$ cat src/source/zx_pkg.sv
package zx_pkg;

	//////////////////////////////////////////////////////////////////////
	// memory geometry
	//////////////////////////////////////////////////////////////////////

	// four 16K windows cover the z80 address space
	localparam int win_cnt = 4;

	// page number and offset inside a window
	localparam int page_w  = 7;
	localparam int offs_w  = 14;

	// page in the upper bits, offset in the lower ones
	localparam int maddr_w = page_w + offs_w;

	// one window's mapping, rom flag on top so the byte reads back as is
	typedef struct packed {
		logic              rom;
		logic [page_w-1:0] page;
	} win_map_t;

	//////////////////////////////////////////////////////////////////////
	// i/o port addresses
	//////////////////////////////////////////////////////////////////////

	// pentagon 128 paging, full decode
	localparam logic [15:0] port_7ffd = 16'h7FFD;

	// low byte decodes
	localparam logic [7:0] port_lo_fe = 8'hFE;
	localparam logic [7:0] port_lo_77 = 8'h77;
	localparam logic [7:0] port_lo_f7 = 8'hF7;
	localparam logic [7:0] port_lo_be = 8'hBE;

	//////////////////////////////////////////////////////////////////////
	// dos rom and fixed pentagon pages
	//////////////////////////////////////////////////////////////////////

	// trdos entry point lives at 3Dxx
	localparam logic [7:0] dos_trap_hi = 8'h3D;

	// ram pages hard-wired to windows 1 and 2
	localparam logic [page_w-1:0] pent_page_w1 = 7'd5;
	localparam logic [page_w-1:0] pent_page_w2 = 7'd2;

endpackage
$ cat src/source/paging_cfg_if.sv
`timescale 1ns/1ps

interface paging_cfg_if;
	import zx_pkg::*;

	// atm pager enable, 0 means pentagon mapping
	logic pen;

	// last value written to 7FFD
	logic [7:0] p7ffd;

	// one-hot load strobe for the window page registers
	logic [win_cnt-1:0] win_we;
	logic [7:0]         win_wdata;

	modport ports (
		output pen, p7ffd,
		output win_we, win_wdata
	);

	modport pager (
		input pen, p7ffd,
		input win_we, win_wdata
	);

endinterface

$ cat src/source/zbus_if.sv
`timescale 1ns/1ps

interface zbus_if;

	// address and data as seen on the z80 side
	logic [15:0] addr;
	logic [7:0]  wdata;

	// strobes, all active low
	logic iorq_n;
	logic mreq_n;
	logic rd_n;
	logic wr_n;
	logic m1_n;

	// the side that drives the bus
	modport host (
		output addr, wdata,
		output iorq_n, mreq_n, rd_n, wr_n, m1_n
	);

	// decoders that only watch it
	modport snoop (
		input addr, wdata,
		input iorq_n, mreq_n, rd_n, wr_n, m1_n
	);

endinterface

$ cat src/source/pentevo_mem_top.sv
`timescale 1ns/1ps

module pentevo_mem_top (
	input  logic                       dclk,
	input  logic                       rst,

	// z80 bus
	input  logic [15:0]                a,
	input  logic [7:0]                 d_in,
	input  logic                       iorq_n,
	input  logic                       mreq_n,
	input  logic                       rd_n,
	input  logic                       wr_n,
	input  logic                       m1_n,

	// port readback
	output logic [7:0]                 d_out,
	output logic                       d_oe,

	// memory side
	output logic [zx_pkg::maddr_w-1:0] mem_addr,
	output logic                       rom_cs,
	output logic                       ram_cs,

	output logic                       beep
);
	import zx_pkg::*;

	zbus_if       bus ();
	paging_cfg_if cfg ();

	win_map_t win_maps [win_cnt];
	logic     dos;

	assign bus.addr   = a;
	assign bus.wdata  = d_in;
	assign bus.iorq_n = iorq_n;
	assign bus.mreq_n = mreq_n;
	assign bus.rd_n   = rd_n;
	assign bus.wr_n   = wr_n;
	assign bus.m1_n   = m1_n;

	zports u_zports (
		.dclk (dclk),
		.rst  (rst),
		.bus  (bus.snoop),
		.cfg  (cfg.ports),
		.maps (win_maps),
		.d_out(d_out),
		.d_oe (d_oe),
		.beep (beep)
	);

	//////////////////////////////////////////////////////////////////////
	// window pagers
	//////////////////////////////////////////////////////////////////////

	// only window 0 carries the dos rom
	for (genvar i = 0; i < win_cnt; i++)
	begin : g_pager
		window_pager #(.win(i)) u_pager (
			.dclk(dclk),
			.rst (rst),
			.cfg (cfg.pager),
			.dos ((i == 0) ? dos : 1'b0),
			.map (win_maps[i])
		);
	end

	zdos u_zdos (
		.dclk(dclk),
		.rst (rst),
		.bus (bus.snoop),
		.win0(win_maps[0]),
		.dos (dos)
	);

	zmem_map u_zmem_map (
		.bus     (bus.snoop),
		.maps    (win_maps),
		.mem_addr(mem_addr),
		.rom_cs  (rom_cs),
		.ram_cs  (ram_cs)
	);

endmodule

$ cat src/source/zmem_map.sv
`timescale 1ns/1ps

module zmem_map (
	zbus_if.snoop                        bus,
	input  zx_pkg::win_map_t             maps [zx_pkg::win_cnt],
	output logic [zx_pkg::maddr_w-1:0]   mem_addr,
	output logic                         rom_cs,
	output logic                         ram_cs
);
	import zx_pkg::*;

	win_map_t cur;
	logic     mreq;

	//////////////////////////////////////////////////////////////////////
	// window select
	//////////////////////////////////////////////////////////////////////

	// top two address bits pick one of the four windows
	assign cur = maps[bus.addr[15:14]];

	//////////////////////////////////////////////////////////////////////
	// memory address and chip selects
	//////////////////////////////////////////////////////////////////////

	// page on top, offset passes straight through
	assign mem_addr = {cur.page, bus.addr[offs_w-1:0]};

	assign mreq = !bus.mreq_n;

	// exactly one select during a memory cycle
	assign rom_cs = mreq && cur.rom;
	assign ram_cs = mreq && !cur.rom;

endmodule

$ cat src/source/zdos.sv
`timescale 1ns/1ps

module zdos (
	input  logic             dclk,
	input  logic             rst,
	zbus_if.snoop            bus,
	input  zx_pkg::win_map_t win0,
	output logic             dos
);
	import zx_pkg::*;

	logic m1_req;
	logic m1_prev;
	logic m1_edge;

	assign m1_req  = !bus.m1_n && !bus.mreq_n && !bus.rd_n;
	assign m1_edge = m1_req && !m1_prev;

	always_ff @(posedge dclk)
	begin
		if (rst)
		begin
			m1_prev <= 1'b0;
			dos     <= 1'b0;
		end
		else
		begin
			m1_prev <= m1_req;

			// enter trdos only from the basic48 rom
			if (m1_edge && bus.addr[15:8] == dos_trap_hi && win0.rom && win0.page[0])
				dos <= 1'b1;
			// any opcode fetched above 4000 leaves it
			else if (m1_edge && bus.addr[15:14] != 2'b00)
				dos <= 1'b0;
		end
	end

endmodule

$ cat src/source/window_pager.sv
`timescale 1ns/1ps

module window_pager #(
	parameter int win = 0
) (
	input  logic             dclk,
	input  logic             rst,
	paging_cfg_if.pager      cfg,
	input  logic             dos,
	output zx_pkg::win_map_t map
);
	import zx_pkg::*;

	// what pentagon mode puts here straight after reset
	localparam logic [page_w-1:0] dflt_page =
		(win == 1) ? pent_page_w1 :
		(win == 2) ? pent_page_w2 : page_w'(0);

	localparam win_map_t pent_dflt = '{rom: (win == 0), page: dflt_page};

	win_map_t atm_reg;
	win_map_t pent_map;

	//////////////////////////////////////////////////////////////////////
	// atm page register
	//////////////////////////////////////////////////////////////////////

	always_ff @(posedge dclk)
	begin
		if (rst)
			atm_reg <= pent_dflt;
		else if (cfg.win_we[win])
			atm_reg <= cfg.win_wdata;
	end

	//////////////////////////////////////////////////////////////////////
	// pentagon 128 mapping
	//////////////////////////////////////////////////////////////////////

	always_comb
	begin
		pent_map = pent_dflt;
		case (win)
			// basic48, basic128, trdos and the shadow rom
			0:
			begin
				pent_map.rom  = 1'b1;
				pent_map.page = {{(page_w - 2){1'b0}}, dos, cfg.p7ffd[4]};
			end
			1:
				pent_map.page = pent_page_w1;
			2:
				pent_map.page = pent_page_w2;
			// only window 3 follows the 7FFD ram bits
			default:
			begin
				pent_map.rom  = 1'b0;
				pent_map.page = {{(page_w - 3){1'b0}}, cfg.p7ffd[2:0]};
			end
		endcase
	end

	assign map = cfg.pen ? atm_reg : pent_map;

endmodule

$ cat src/source/zports.sv
`timescale 1ns/1ps

module zports (
	input  logic             dclk,
	input  logic             rst,
	zbus_if.snoop            bus,
	paging_cfg_if.ports      cfg,
	input  zx_pkg::win_map_t maps [zx_pkg::win_cnt],
	output logic [7:0]       d_out,
	output logic             d_oe,
	output logic             beep
);
	import zx_pkg::*;

	logic wr_req;
	logic wr_prev;
	logic wr_edge;
	logic rd_req;

	logic hit_7ffd;
	logic hit_77;
	logic hit_fe;
	logic hit_f7;
	logic hit_be;

	//////////////////////////////////////////////////////////////////////
	// strobes and address decode
	//////////////////////////////////////////////////////////////////////

	assign wr_req = !bus.iorq_n && !bus.wr_n;
	assign rd_req = !bus.iorq_n && !bus.rd_n;

	// act once per write cycle, however long the strobe is held
	assign wr_edge = wr_req && !wr_prev;

	assign hit_7ffd = (bus.addr == port_7ffd);
	assign hit_77   = (bus.addr[7:0] == port_lo_77);
	assign hit_fe   = (bus.addr[7:0] == port_lo_fe);
	assign hit_f7   = (bus.addr[7:0] == port_lo_f7);
	assign hit_be   = (bus.addr[7:0] == port_lo_be);

	//////////////////////////////////////////////////////////////////////
	// port registers
	//////////////////////////////////////////////////////////////////////

	always_ff @(posedge dclk)
	begin
		if (rst)
		begin
			wr_prev   <= 1'b0;
			cfg.pen   <= 1'b0;
			cfg.p7ffd <= '0;
			beep      <= 1'b0;
		end
		else
		begin
			wr_prev <= wr_req;

			if (wr_edge)
			begin
				if (hit_7ffd)
					cfg.p7ffd <= bus.wdata;

				// xx77 bit 0 turns the atm pagers on
				if (hit_77)
					cfg.pen <= bus.wdata[0];

				if (hit_fe)
					beep <= bus.wdata[4];
			end
		end
	end

	//////////////////////////////////////////////////////////////////////
	// window page writes via xxF7
	//////////////////////////////////////////////////////////////////////

	// a15..a14 pick the window, pager latches on the same edge
	always_comb
	begin
		cfg.win_we = '0;
		if (wr_edge && hit_f7)
			cfg.win_we[bus.addr[15:14]] = 1'b1;
	end

	assign cfg.win_wdata = bus.wdata;

	//////////////////////////////////////////////////////////////////////
	// readback via xxBE
	//////////////////////////////////////////////////////////////////////

	// a9..a8 select the window, rom flag lands in bit 7
	assign d_out = maps[bus.addr[9:8]];
	assign d_oe  = rd_req && hit_be;

endmodule

$ cat config.mk
export PLATFORM = sky130hd
export DESIGN_NAME = pentevo_mem_top
export DESIGN_NICKNAME = d
export VERILOG_FILES = /design/src/source/zx_pkg.sv /design/src/source/paging_cfg_if.sv /design/src/source/zbus_if.sv /design/src/source/pentevo_mem_top.sv /design/src/source/zmem_map.sv /design/src/source/zdos.sv /design/src/source/window_pager.sv /design/src/source/zports.sv
export SDC_FILE = /design/constraint.sdc
export NUM_CORES = 1
export LEC_CHECK = 0
export BUFFER_PORTS_ARGS = -buffer_cell sky130_fd_sc_hd__buf_4
export CAP_MARGIN = 25
export CORE_MARGIN = 2
export CORE_UTILIZATION = 47
export CTS_CLUSTER_SIZE = 12
export DETAILED_ROUTE_END_ITERATION = 16
export GPL_TIMING_DRIVEN = 1
export MAX_ROUTING_LAYER = met4
export PLACE_DENSITY_LB_ADDON = 0.05
export SETUP_SLACK_MARGIN = 0.02
export SYNTH_ARGS = -nofsm -noshare
export SYNTH_HDL_FRONTEND = slang
export SYNTH_SLANG_ARGS = --single-unit
$ cat constraint.sdc
create_clock -name dclk -period 1.99 [get_ports dclk]
set_clock_uncertainty 0.15 [all_clocks]
set_input_delay 0.0995 -clock dclk [delete_from_list [all_inputs] [get_ports dclk]]
set_output_delay 0.0995 -clock dclk [all_outputs]
set_load 0.01 [all_outputs]
Word level (Yosys, flattened, before mapping)

Cells that the tools add are included.
Widths: inputs -> output; s select.

$mul: 0
Reduce and logical (&&, ||, !) cells: 28
Eq/ne operators: 6
Div/mod/pow operators: 0
Multiplexer cells: 15
Add/sub/neg operators: 0
$lt $le $gt $ge: 4
Bitwise logic cells: 2
Shift operators: 0

Operators by type and width:

| operator             | count |
|---|---|
| $mux 8               | 8 |
| $bmux 8 s2           | 2 |
| $eq 8x8->1 const B   | 3 |
| $eq 16x15->1 const B | 1 |
| $logic_and 1x1->1    | 15 |
| $eq 8x6->1 const B   | 1 |
| $eq 8x7->1 const B   | 1 |
| $logic_not 1->1      | 8 |
| $ge 3x3->1 const B   | 2 |
| $not 2->3            | 2 |
| $reduce_and 2->1     | 3 |
| $mux 4               | 1 |
| $reduce_bool 2->1    | 2 |
| $lt 2x3->1 const B   | 1 |
| $mux 1               | 3 |
| $demux 1 s2          | 1 |
| $ge 2x1->1 const B   | 1 |

Memories: 0
Bits in registers: 42
RAM bits: 0
Memory bits (read-only): 0
Latch bits: 0
Input bits: 31

Depth between registers and ports, before layout

Gate-level depths: netlist of the first run.

Depth in word-level cells: 8
Depth in mapped cells: 6

By module

From an unflattened synthesis of the first run, not the netlist that was laid out.

Cell total of the unflattened synthesis: 257
Area, all modules: 2653.8 sq um

By module, submodules not included:

| module                             | area an instance (sq um) | cells an instance | times used |
|---|---|---|---|
| zports                             | 807.0                    | 83                | 1 |
| window_pager at g_pager[3].u_pager | 356.6                    | 34                | 1 |
| window_pager at g_pager[0].u_pager | 350.3                    | 34                | 1 |
| window_pager at g_pager[1].u_pager | 344.1                    | 34                | 1 |
| zmem_map                           | 344.1                    | 26                | 1 |
| window_pager at g_pager[2].u_pager | 340.3                    | 34                | 1 |
| zdos                               | 107.6                    | 11                | 1 |
| pentevo_mem_top                    | 3.8                      | 1                 | 1 |

Least setup slack after synthesis of the first run

OpenSTA, ideal clock, no wires.

Path type: reg-to-reg
From: register u_zports.wr_prev
To: register g_pager[2].u_pager.atm_reg[4] in the netlist's numbering
Clock period less this slack: 2.014 ns
Arrival time: 1.736 ns
Cell stages (with the launch flop): 7
Setup time: 0.128 ns
Data required time: 1.712 ns
Slack: -0.024 ns
Cell sequence: dfxtp_1 -> or4b_1 -> buf_6 -> or4_1 -> buf_2 -> mux2i_1 -> nor2_1

Cells in the longest elaborated chain, start to end: 4

RTL lines:

| element                | line               | text |
|---|---|---|
| start, declared        | zports.sv:16       | `logic wr_prev;` |
| start signal, assigned | zports.sv:57       | `wr_prev <= wr_req;` |
| $logic_not 1->1        | zports.sv:34       | `assign wr_edge = wr_req && !wr_prev;` |
| $logic_and 1x1->1      | zports.sv:34       |  |
| $logic_and 1x1->1      | zports.sv:82       | `if (wr_edge && hit_f7)` |
| $mux 4                 | zports.sv:82       |  |
| end signal, assigned   | window_pager.sv:31 | `atm_reg <= pent_dflt;` |
| end signal, assigned   | window_pager.sv:33 | `atm_reg <= cfg.win_wdata;` |
| end, declared          | window_pager.sv:21 | `win_map_t atm_reg;` |

No other way between the ends.
A chain may end at the register's enable or synchronous reset.

Final worst setup path of the first run

From: register u_zports.wr_prev
To: register g_pager[2].u_pager.atm_reg[6] in the netlist's numbering

Same word-level chain as after synthesis.

==> impl_metrics.yaml, run 1 <==
run_status:
  status: "finished clean"
critical_path:
  critical_path_required_ps: 2010
  worstPathArrival_ps: 1960
  startpoint: "u_zports.wr_prev"
  reg2reg_from: "u_zports.wr_prev"
  criticalPathCategory: "reg -> reg"
  path_max_fanout: 8
  endpoint_kind: "flop"
  start_kind: "flop"
logic_synthesis:
  syn_avg_cell_area_um2: 9.294
  synth_top_area_cell: "dfxtp_1"
  syn_inst: 257
  ys_ff_latch: 41
  synth_nets: 288
  ys_warn_count: 0
  synth_area_um2: 2389
  synth_cell_types: 34
  yosys.area.top_type_share_pct: 34.36
  synthTopCellsByArea: "dfxtp_1 (34%), mux2i_1 (16%), mux4_2 (7.5%)"
  yosysSeqAreaShare_pct: 34.36
routing:
  drtIter0Drc: 97
  viasPerCell: 5.372
  vias: 2095
  antenna_left: 0
  wl_per_cell_um: 15.77
  dr.pass1.iters: 4
  routed_wl_mm: 6.152
  drc: 0
sta:
  final.period_utilization_pct: 97.23
  finalHoldViolations: 0
  slew_headroom_pct: 70.75
  tightest_slew_ps: 435.4
  rsz0062_at_grt: "yes"
  worst_slack_ps: 55.03
  setup_viol: 0
  min_period_ps: 1935
  fmax_mhz: 516.8
  finalMaxSlewViolations: 0
  hold_slack_ps: 8.536
global_route:
  overflow: 0
  busiest_layer: "met2"
  use_met3_pct: 5.291
  grt.met2_usage_pct: 36.52
  grt_util_met1_pct: 29.79
  grt_usage_pct: 23.40
  grt_pass1_wl_mm: 9.466
  grt_pass1_vias: 1993
  grt_start_max_net_pins: 39
  antenna_found_initial: 0
die:
  rows: 25
  die_w_um: 75.29
  die_h_um: 75.29
  initial_utilization_pct: 49.58
  core_um2: 4817
  pin_count: 64
  die-area_um2: 5669
finish:
  largest_reg_flops: 32
  seq_area_um2: 822.0
  fill_cells: 441
  drive_gt1_share_pct: 33.13
  n_antenna_cell: 0
  syn2layout_area_growth_pct: 31.38
  nets: 353
  multi_input_area_um2: 1378
clock_tree:
  clk_pin_slew_ps: 80
  clk_latency_ps: 290
  numCtsBuffers: 5
  post_cts_buffers: 0
  cts_tree: "done"
  clock-sinks: 41
  cts_root_buffer: "clkbuf_8"
  cts-root-to-sink-buffers: 2
  cts_max_level: 2
power:
  power_density_nw_per_um2: 531.7
  ir_worst_vdd_v: 0.0003854
  p_leak_nw: 1.302
place:
  detailed_place_hpwl_mm: 4.238
  io_buffer_count: 63
  place_ws_ps: 36.75
  routabilityCongestion: 0.8343
job:
  maxCapViolCount: 0
worst_hold_path:
  hold_path_class: "in -> reg"
  hp-start: "a[7]"
worst max-delay path, cell delays in order (launching register included):
cell and delay [ps]:
dfxtp_1 310, or4b_4 480, or4_4 500, buf_8 170, mux2i_1 140, nor2_1 60
worst paths after layout:
check,to,slack (ps),cells after the start
setup / recovery,g_pager[2].u_pager.atm_reg[6],60,5
hold / removal,u_zports.cfg.pen,9,4
setup reg to reg,g_pager[2].u_pager.atm_reg[6],60,5
hold reg to reg,g_pager[0].u_pager.atm_reg[7],330,2
stage by stage:
stage / area [um2] / util [%] / cells / power, W / setup TNS [ps]
CTS: 3114 / 64.65 / 390 / 0.001682 / 0
global route: 3138 / 65.14 / 390 / 0.001734 / -9.151
floorplan: 2395 / - / 257 / 0.0009555 / -13.74
global placement: 2893 / 60.05 / 370 / 0.001061 / 0
finish: 3138 / 65.14 / 390 / 0.001668 / 0
detailed placement: 2893 / 60.05 / 370 / 0.001062 / 0
cell families (layout without fill, tap and decap cells):
| kind of cell | count (synthesis) | after routing | share of synthesized area, % |
|---|---|---|---|
| AND/OR/NAND/NOR | 95 | 95 | 22.68 |
| multiplexers | 53 | 53 | 26.82 |
| flip-flops | 41 | 41 | 34.36 |
| buffers and inverters | 37 | 103 | 8.434 |
| AO/OA/AOI/OAI | 31 | 31 | 7.700 |
per-layer routing:
layer	wire, um	share of wire (%)
met1	2917	47
met2	2812	46
met3	333	5.4
met4	88	1.4
met5	0	0
power by group:
part | total (W) | internal, W | switching, W | leakage [nW]
Sequential | 0.000821 | 0.000821 | 0.000000519 | 0.331
Combinational | 0.000241 | 0.000119 | 0.000122 | 0.917
Clock | 0.000606 | 0.000314 | 0.000293 | 0.0542
Total | 0.00167 | 0.00125 | 0.000415 | 1.30
layout make-up:
| class | instances | share of cell area [%] |
|---|---|---|
| clock buffer | 7 | 3.070 |
| tap | 67 | 2.671 |
| inverter | 7 | 0.8373 |
| multi-input combinational | 179 | 43.90 |
| sequential | 41 | 26.20 |
| clock inverter | 1 | 0.1595 |
| timing repair buffer | 88 | 23.17 |
layout by cell type (no fill, tap or decap), types with 2 or more instances in the layout:
cell,Yosys,final
nor4_4,3,3
inv_1,7,7
nand2_1,13,13
mux4_2,8,8
nor3_1,6,6
and2_1,8,8
o22ai_1,2,2
nor4_1,3,3
or3_1,3,3
buf_12,0,2
nor2_1,33,33
clkbuf_8,0,7
mux2_2,8,8
nand3_1,6,6
a31oi_1,2,2
nor2b_1,6,6
dfxtp_1,41,40
a221oi_1,4,4
or4bb_1,2,2
a21oi_1,9,9
buf_4,14,72
mux2i_1,37,36
nand4b_1,4,4
dlygate4sd3_1,0,12
o21ai_0,11,10
nand2b_1,3,3
timing repair:
action	4_1_cts	5_1_grt
hold buffers	12	0
endpoints found under the hold margin	40	0
gates resized for setup	0	8
endpoints found under the setup margin	0	27
cell usage after synthesis:
cell	instances
inv_1	7
a22o_1	1
nand2b_1	3
buf_4	14
or3_1	3
a21oi_1	9
nor2b_1	6
a31oi_1	2
nand4b_1	4
buf_1	1
nand4_1	1
or4bb_1	2
clkbuf_1	12
buf_6	1
a22oi_1	1
nor3_1	6
nor2_1	33
dfxtp_1	41
mux2i_1	37
o211ai_1	1
nand2_1	13
or4b_1	2
nor4_1	3
nor4_4	3
buf_2	2
and2_1	8
mux4_2	8
nand3_1	6
o22ai_1	2
a221oi_1	4
o21ai_0	11
nor4bb_1	1
mux2_2	8
or4_1	1
(Power assumes the default switching activity.)
==> inputs of run 2 (changes only) <==
--- a/config.mk
+++ b/config.mk
@@ -14,6 +14,7 @@
 export GPL_TIMING_DRIVEN = 1
 export MAX_ROUTING_LAYER = met4
 export PLACE_DENSITY_LB_ADDON = 0.05
+export RECOVER_POWER = 50
 export SETUP_SLACK_MARGIN = 0.02
 export SYNTH_ARGS = -nofsm -noshare
 export SYNTH_HDL_FRONTEND = slang
==> impl_metrics.yaml, run 2 (synthesis results as in run 1) <==
run_status:
  status: "finished clean"
global_route:
  grt_pass1_wl_mm: 9.466
  grt_pass1_vias: 1993
  overflow: 0
  grt_usage_pct: 23.40
  grt_start_max_net_pins: 39
  antenna_found_initial: 0
critical_path:
  critPathSlowestCell: "or4_4"
  endpoint_kind: "flop"
  criticalPathCategory: "reg -> reg"
  path_max_fanout: 8
  critical-path-max-stage-delay_ps: 500
  cp_cell_sequence: "or4b_4, or4_4, buf_8, mux2i_1, nor2_1"
  reg2reg_slack_ps: 60
  crit_family: "simple AND/OR/NAND/NOR gates"
  critical_path_required_ps: 2010
  rr_worst_depth: 5
  worstPathArrival_ps: 1960
  critPathBufInv: 1
  startpoint: "u_zports.wr_prev"
  reg2reg_to: "g_pager[2].u_pager.atm_reg[6]"
  reg2reg_from: "u_zports.wr_prev"
  start_kind: "flop"
die:
  rows: 25
  die_h_um: 75.29
  core_um2: 4817
  pin_count: 64
  die-area_um2: 5669
  initial_utilization_pct: 49.58
  die_w_um: 75.29
routing:
  dr.pass1.iters: 4
  routed_wl_mm: 6.162
  antenna_left: 0
  viasPerCell: 5.395
  vias: 2104
  wl_per_cell_um: 15.80
  drtIter0Drc: 95
  drc: 0
sta:
  rsz0062_at_grt: "yes"
  finalMaxSlewViolations: 0
  fmax_mhz: 517.0
  slew_headroom_pct: 71.54
  hold_slack_ps: 7.530
  tightest_slew_ps: 423.6
  min_period_ps: 1934
  worst_slack_ps: 55.70
  final.period_utilization_pct: 97.20
  finalHoldViolations: 0
  setup_viol: 0
place:
  place_ws_ps: 36.75
  placedCellCount: 370
  io_buffer_count: 63
  routabilityCongestion: 0.8343
  detailed_place_hpwl_mm: 4.238
  dpl_cell_area_um2: 2893
finish:
  final_common_cell: "buf_4"
  largest_reg_flops: 32
  n_antenna_cell: 0
  final_cell_mix: "buf_4 (50), dfxtp_1 (40), mux2i_1 (36), nor2_1 (33), clkbuf_1 (20)"
  nets: 353
  fin_area_um2: 3063
  layout.cells.non_filler: 390
  drive_gt1_share_pct: 26.93
  syn2layout_area_growth_pct: 28.23
  fill_cells: 461
clock_tree:
  numCtsBuffers: 5
  clk_pin_slew_ps: 80
  clk_latency_ps: 290
  cts_max_level: 2
  post_cts_buffers: 0
  clock-sinks: 41
  cts_tree: "done"
  cts-root-to-sink-buffers: 2
  cts_root_buffer: "clkbuf_8"
power:
  total_power_w: 0.001658
  power_density_nw_per_um2: 541.4
  p_leak_nw: 1.222
  ir_worst_vdd_v: 0.0003860
worst_hold_path:
  hold_depth: 4
  holdPathEnd: "u_zports.cfg.pen"
  hold_path_class: "in -> reg"
  hp-start: "a[7]"
job:
  maxCapViolCount: 0
==> run 2: cell count changes in the layout (fill, tap and decap cells not counted) <==
cell      change
and2_0        +2
and2_1        -2
buf_4        -22
clkbuf_4      +2
clkbuf_1     +20
==> run 2: worst max-delay path by stage <==
stage	end	slack (ps)	depth (start not counted)
2_1_floorplan	g_pager[2].u_pager.atm_reg[4]	-2	6
3_3_place_gp	g_pager[2].u_pager.atm_reg[0]	70	5
3_5_place_dp	g_pager[2].u_pager.atm_reg[6]	40	5
4_1_cts	g_pager[2].u_pager.atm_reg[6]	20	5
5_1_grt	u_zports.cfg.p7ffd[1]	-4	5
6_report	g_pager[2].u_pager.atm_reg[6]	60	5
==> run 2: cell type report <==
| class | instances | area [um2] | share of cell area [%] |
|---|---|---|---|
| Multi-Input combinational cell | 179 | 1378 | 44.98 |
| Sequential cell | 41 | 822.0 | 26.84 |
| Timing Repair Buffer | 88 | 651.9 | 21.28 |
| Clock buffer | 7 | 96.34 | 3.145 |
| Tap cell | 67 | 83.83 | 2.737 |
| Inverter | 7 | 26.28 | 0.8578 |
| Clock inverter | 1 | 5.005 | 0.1634 |
==> run 2: routing by layer <==
layer	GRT usage (%)	vias to the layer above	share of wire (%)
li1	-	1038	-
met1	29.79	992	47
met2	36.52	65	45
met3	5.291	9	5.6
met4	8.577	0	1.4
met5	-	-	0
==> run 2: stage by stage <==
stage	util, %	setup TNS (ps)
after CTS	64.65	0
final	63.58	0
after floorplan	-	-13.74
after global routing	63.58	-9.118
after global placement	60.05	0
after detailed placement	60.05	0
==> run 2: repair_timing <==
item,CTS,global route
resized for setup,0,8
hold buffers,12,0
hold endpoints to repair,40,0
setup endpoints to repair,0,27
==> run 2: tightest hold or removal path, cell delays in order <==
cell,delay [ps]
buf_4,90
nor4_1,50
mux2i_1,110
nor2_1,70
==> run 2: power breakdown <==
| part | total (W) | leakage (nW) | switching (W) | internal [W] |
|---|---|---|---|---|
| Combinational | 0.000230 | 0.837 | 0.000122 | 0.000109 |
| Clock | 0.000607 | 0.0542 | 0.000293 | 0.000314 |
| Sequential | 0.000821 | 0.331 | 0.000000518 | 0.000821 |
| Total | 0.00166 | 1.22 | 0.000415 | 0.00124 |
==> inputs of run 3 (changes only) <==
--- a/config.mk
+++ b/config.mk
@@ -5,12 +5,12 @@
 export SDC_FILE = /design/constraint.sdc
 export NUM_CORES = 1
 export LEC_CHECK = 0
-export BUFFER_PORTS_ARGS = -buffer_cell sky130_fd_sc_hd__buf_4
 export CAP_MARGIN = 25
 export CORE_MARGIN = 2
-export CORE_UTILIZATION = 47
+export CORE_UTILIZATION = 57
 export CTS_CLUSTER_SIZE = 12
 export DETAILED_ROUTE_END_ITERATION = 16
+export DONT_BUFFER_PORTS = 1
 export GPL_TIMING_DRIVEN = 1
 export MAX_ROUTING_LAYER = met4
 export PLACE_DENSITY_LB_ADDON = 0.05
==> impl_metrics.yaml, run 3 (synthesis results as in run 1) <==
sta:
  tightest_slew_ps: 424.2
  slew_headroom_pct: 71.46
  finalHoldViolations: 0
  finalMaxSlewViolations: 0
  setup_viol: 0
  rsz0062_at_grt: "yes"
  min_period_ps: 1961
  final.period_utilization_pct: 98.52
  hold_slack_ps: 15.05
  worst_slack_ps: 29.37
  fmax_mhz: 510.0
clock_tree:
  clk_latency_ps: 290
  cts_tree: "done"
  numCtsBuffers: 5
  cts-root-to-sink-buffers: 2
  cts_max_level: 2
  cts_root_buffer: "clkbuf_8"
  clk_pin_slew_ps: 70
  clock-sinks: 41
critical_path:
  reg2reg_slack_ps: 30
  cp_cell_sequence: "or4b_4, or4_4, buf_6, mux2i_4, nand2_1"
  criticalPathCategory: "reg -> reg"
  path_max_fanout: 8
  crit_family: "simple AND/OR/NAND/NOR gates"
  critical-path-max-stage-delay_ps: 500
  critPathBufInv: 1
  critical_path_required_ps: 2020
  worstPathArrival_ps: 1990
  endpoint_kind: "flop"
  start_kind: "flop"
  critPathSlowestCell: "or4_4"
routing:
  routed_wl_mm: 6.094
  drc: 0
  vias: 1961
  antenna_left: 0
  drtIter0Drc: 219
  wl_per_cell_um: 19.35
  dr.pass1.iters: 4
  viasPerCell: 6.225
die:
  die_w_um: 68.74
  rows: 23
  pin_count: 64
  core_um2: 4029
  initial_utilization_pct: 59.29
  die-area_um2: 4725
  die_h_um: 68.74
global_route:
  antenna_found_initial: 0
  grt_usage_pct: 28.55
  grt_pass1_vias: 1955
  grt_start_max_net_pins: 39
  overflow: 0
  grt_pass1_wl_mm: 9.480
job:
  maxCapViolCount: 0
finish:
  final_common_cell: "dfxtp_1"
  n_antenna_cell: 0
  syn2layout_area_growth_pct: 13.88
  fin_area_um2: 2720
  final_cell_mix: "dfxtp_1 (40), mux2i_1 (35), nor2_1 (33), dlygate4sd3_1 (20), nand2_1 (13)"
  fill_cells: 319
  drive_gt1_share_pct: 15.85
  nets: 296
  final_util_pct: 67.52
  largest_reg_flops: 32
worst_hold_path:
  hold_path_class: "in -> reg"
power:
  ir_worst_vdd_v: 0.0003426
  p_leak_nw: 1.001
  total_power_w: 0.001498
  power_density_nw_per_um2: 550.7
place:
  dpl_cell_area_um2: 2364
  place_ws_ps: -3.878
  routabilityCongestion: 0.8543
  io_buffer_count: 0
  detailed_place_hpwl_mm: 3.996
run_status:
  status: "finished clean"
## run 3: changes by cell type in the layout (fill, tap and decap cells not counted), moves of 2 or more
cell           before  now
buf_6               1    3
clkbuf_4            2    0
and2_0              2    8
buf_4              50    6
and2_1              6    0
mux2i_4             0    2
clkbuf_1           20    1
dlygate4sd3_1      12   20
## run 3: area by class of cell
type / count / area [um2] / share of cell area (%)
inverters: 7 / 26.28 / 0.9660
clock buffers: 7 / 86.33 / 3.174
repair buffers: 31 / 319.1 / 11.73
flip-flops and latches: 41 / 822.0 / 30.22
multi-input cells: 179 / 1404 / 51.61
well taps: 50 / 62.56 / 2.300
## run 3: path summary, 6_finish.rpt
path                            cells after the start                   from                            end
worst max-delay path                                5       u_zports.wr_prev  g_pager[2].u_pager.atm_reg[1]
worst min register to register                      2  u_zports.cfg.p7ffd[4]          u_zports.cfg.p7ffd[4]
worst min-delay path                                4                   a[4]               u_zports.cfg.pen
worst max register to register                      5       u_zports.wr_prev  g_pager[2].u_pager.atm_reg[1]
## run 3: timing repair
item                                    4_1_cts  5_1_grt
resized for setup                             4        9
buffers inserted                              0        0
endpoints found under the setup margin        1       16
hold buffers                                 21        0
endpoints found under the hold margin        41        0
## run 3: routing by layer
metal	track usage, %	routed length [um]	vias up	part of all wire, %
li1	-	-	922	-
met5	-	0	-	0
met1	35.78	2623	939	43
met4	13.73	176	0	2.9
met2	44.23	2927	82	48
met3	5.682	367	18	6.0
## run 3: worst reg2reg max path: stages, from the launching register on
cell	delay, ps
dfxtp_1	300
or4b_4	480
or4_4	500
buf_6	170
mux2i_4	170
nand2_1	80
## run 3: stage by stage
stage | instances | TNS, ps
after global placement | 287 | 0
after global routing | 315 | -56.54
after CTS | 315 | -16.44
after floorplan | 257 | -13.74
after detailed placement | 287 | -3.878
final | 315 | 0
## run 3: report_power, final
group          internal [W]  switching [W]
combinational     0.0000632      0.0000656
sequential         0.000821    0.000000549
clock              0.000275       0.000272
total               0.00116       0.000339
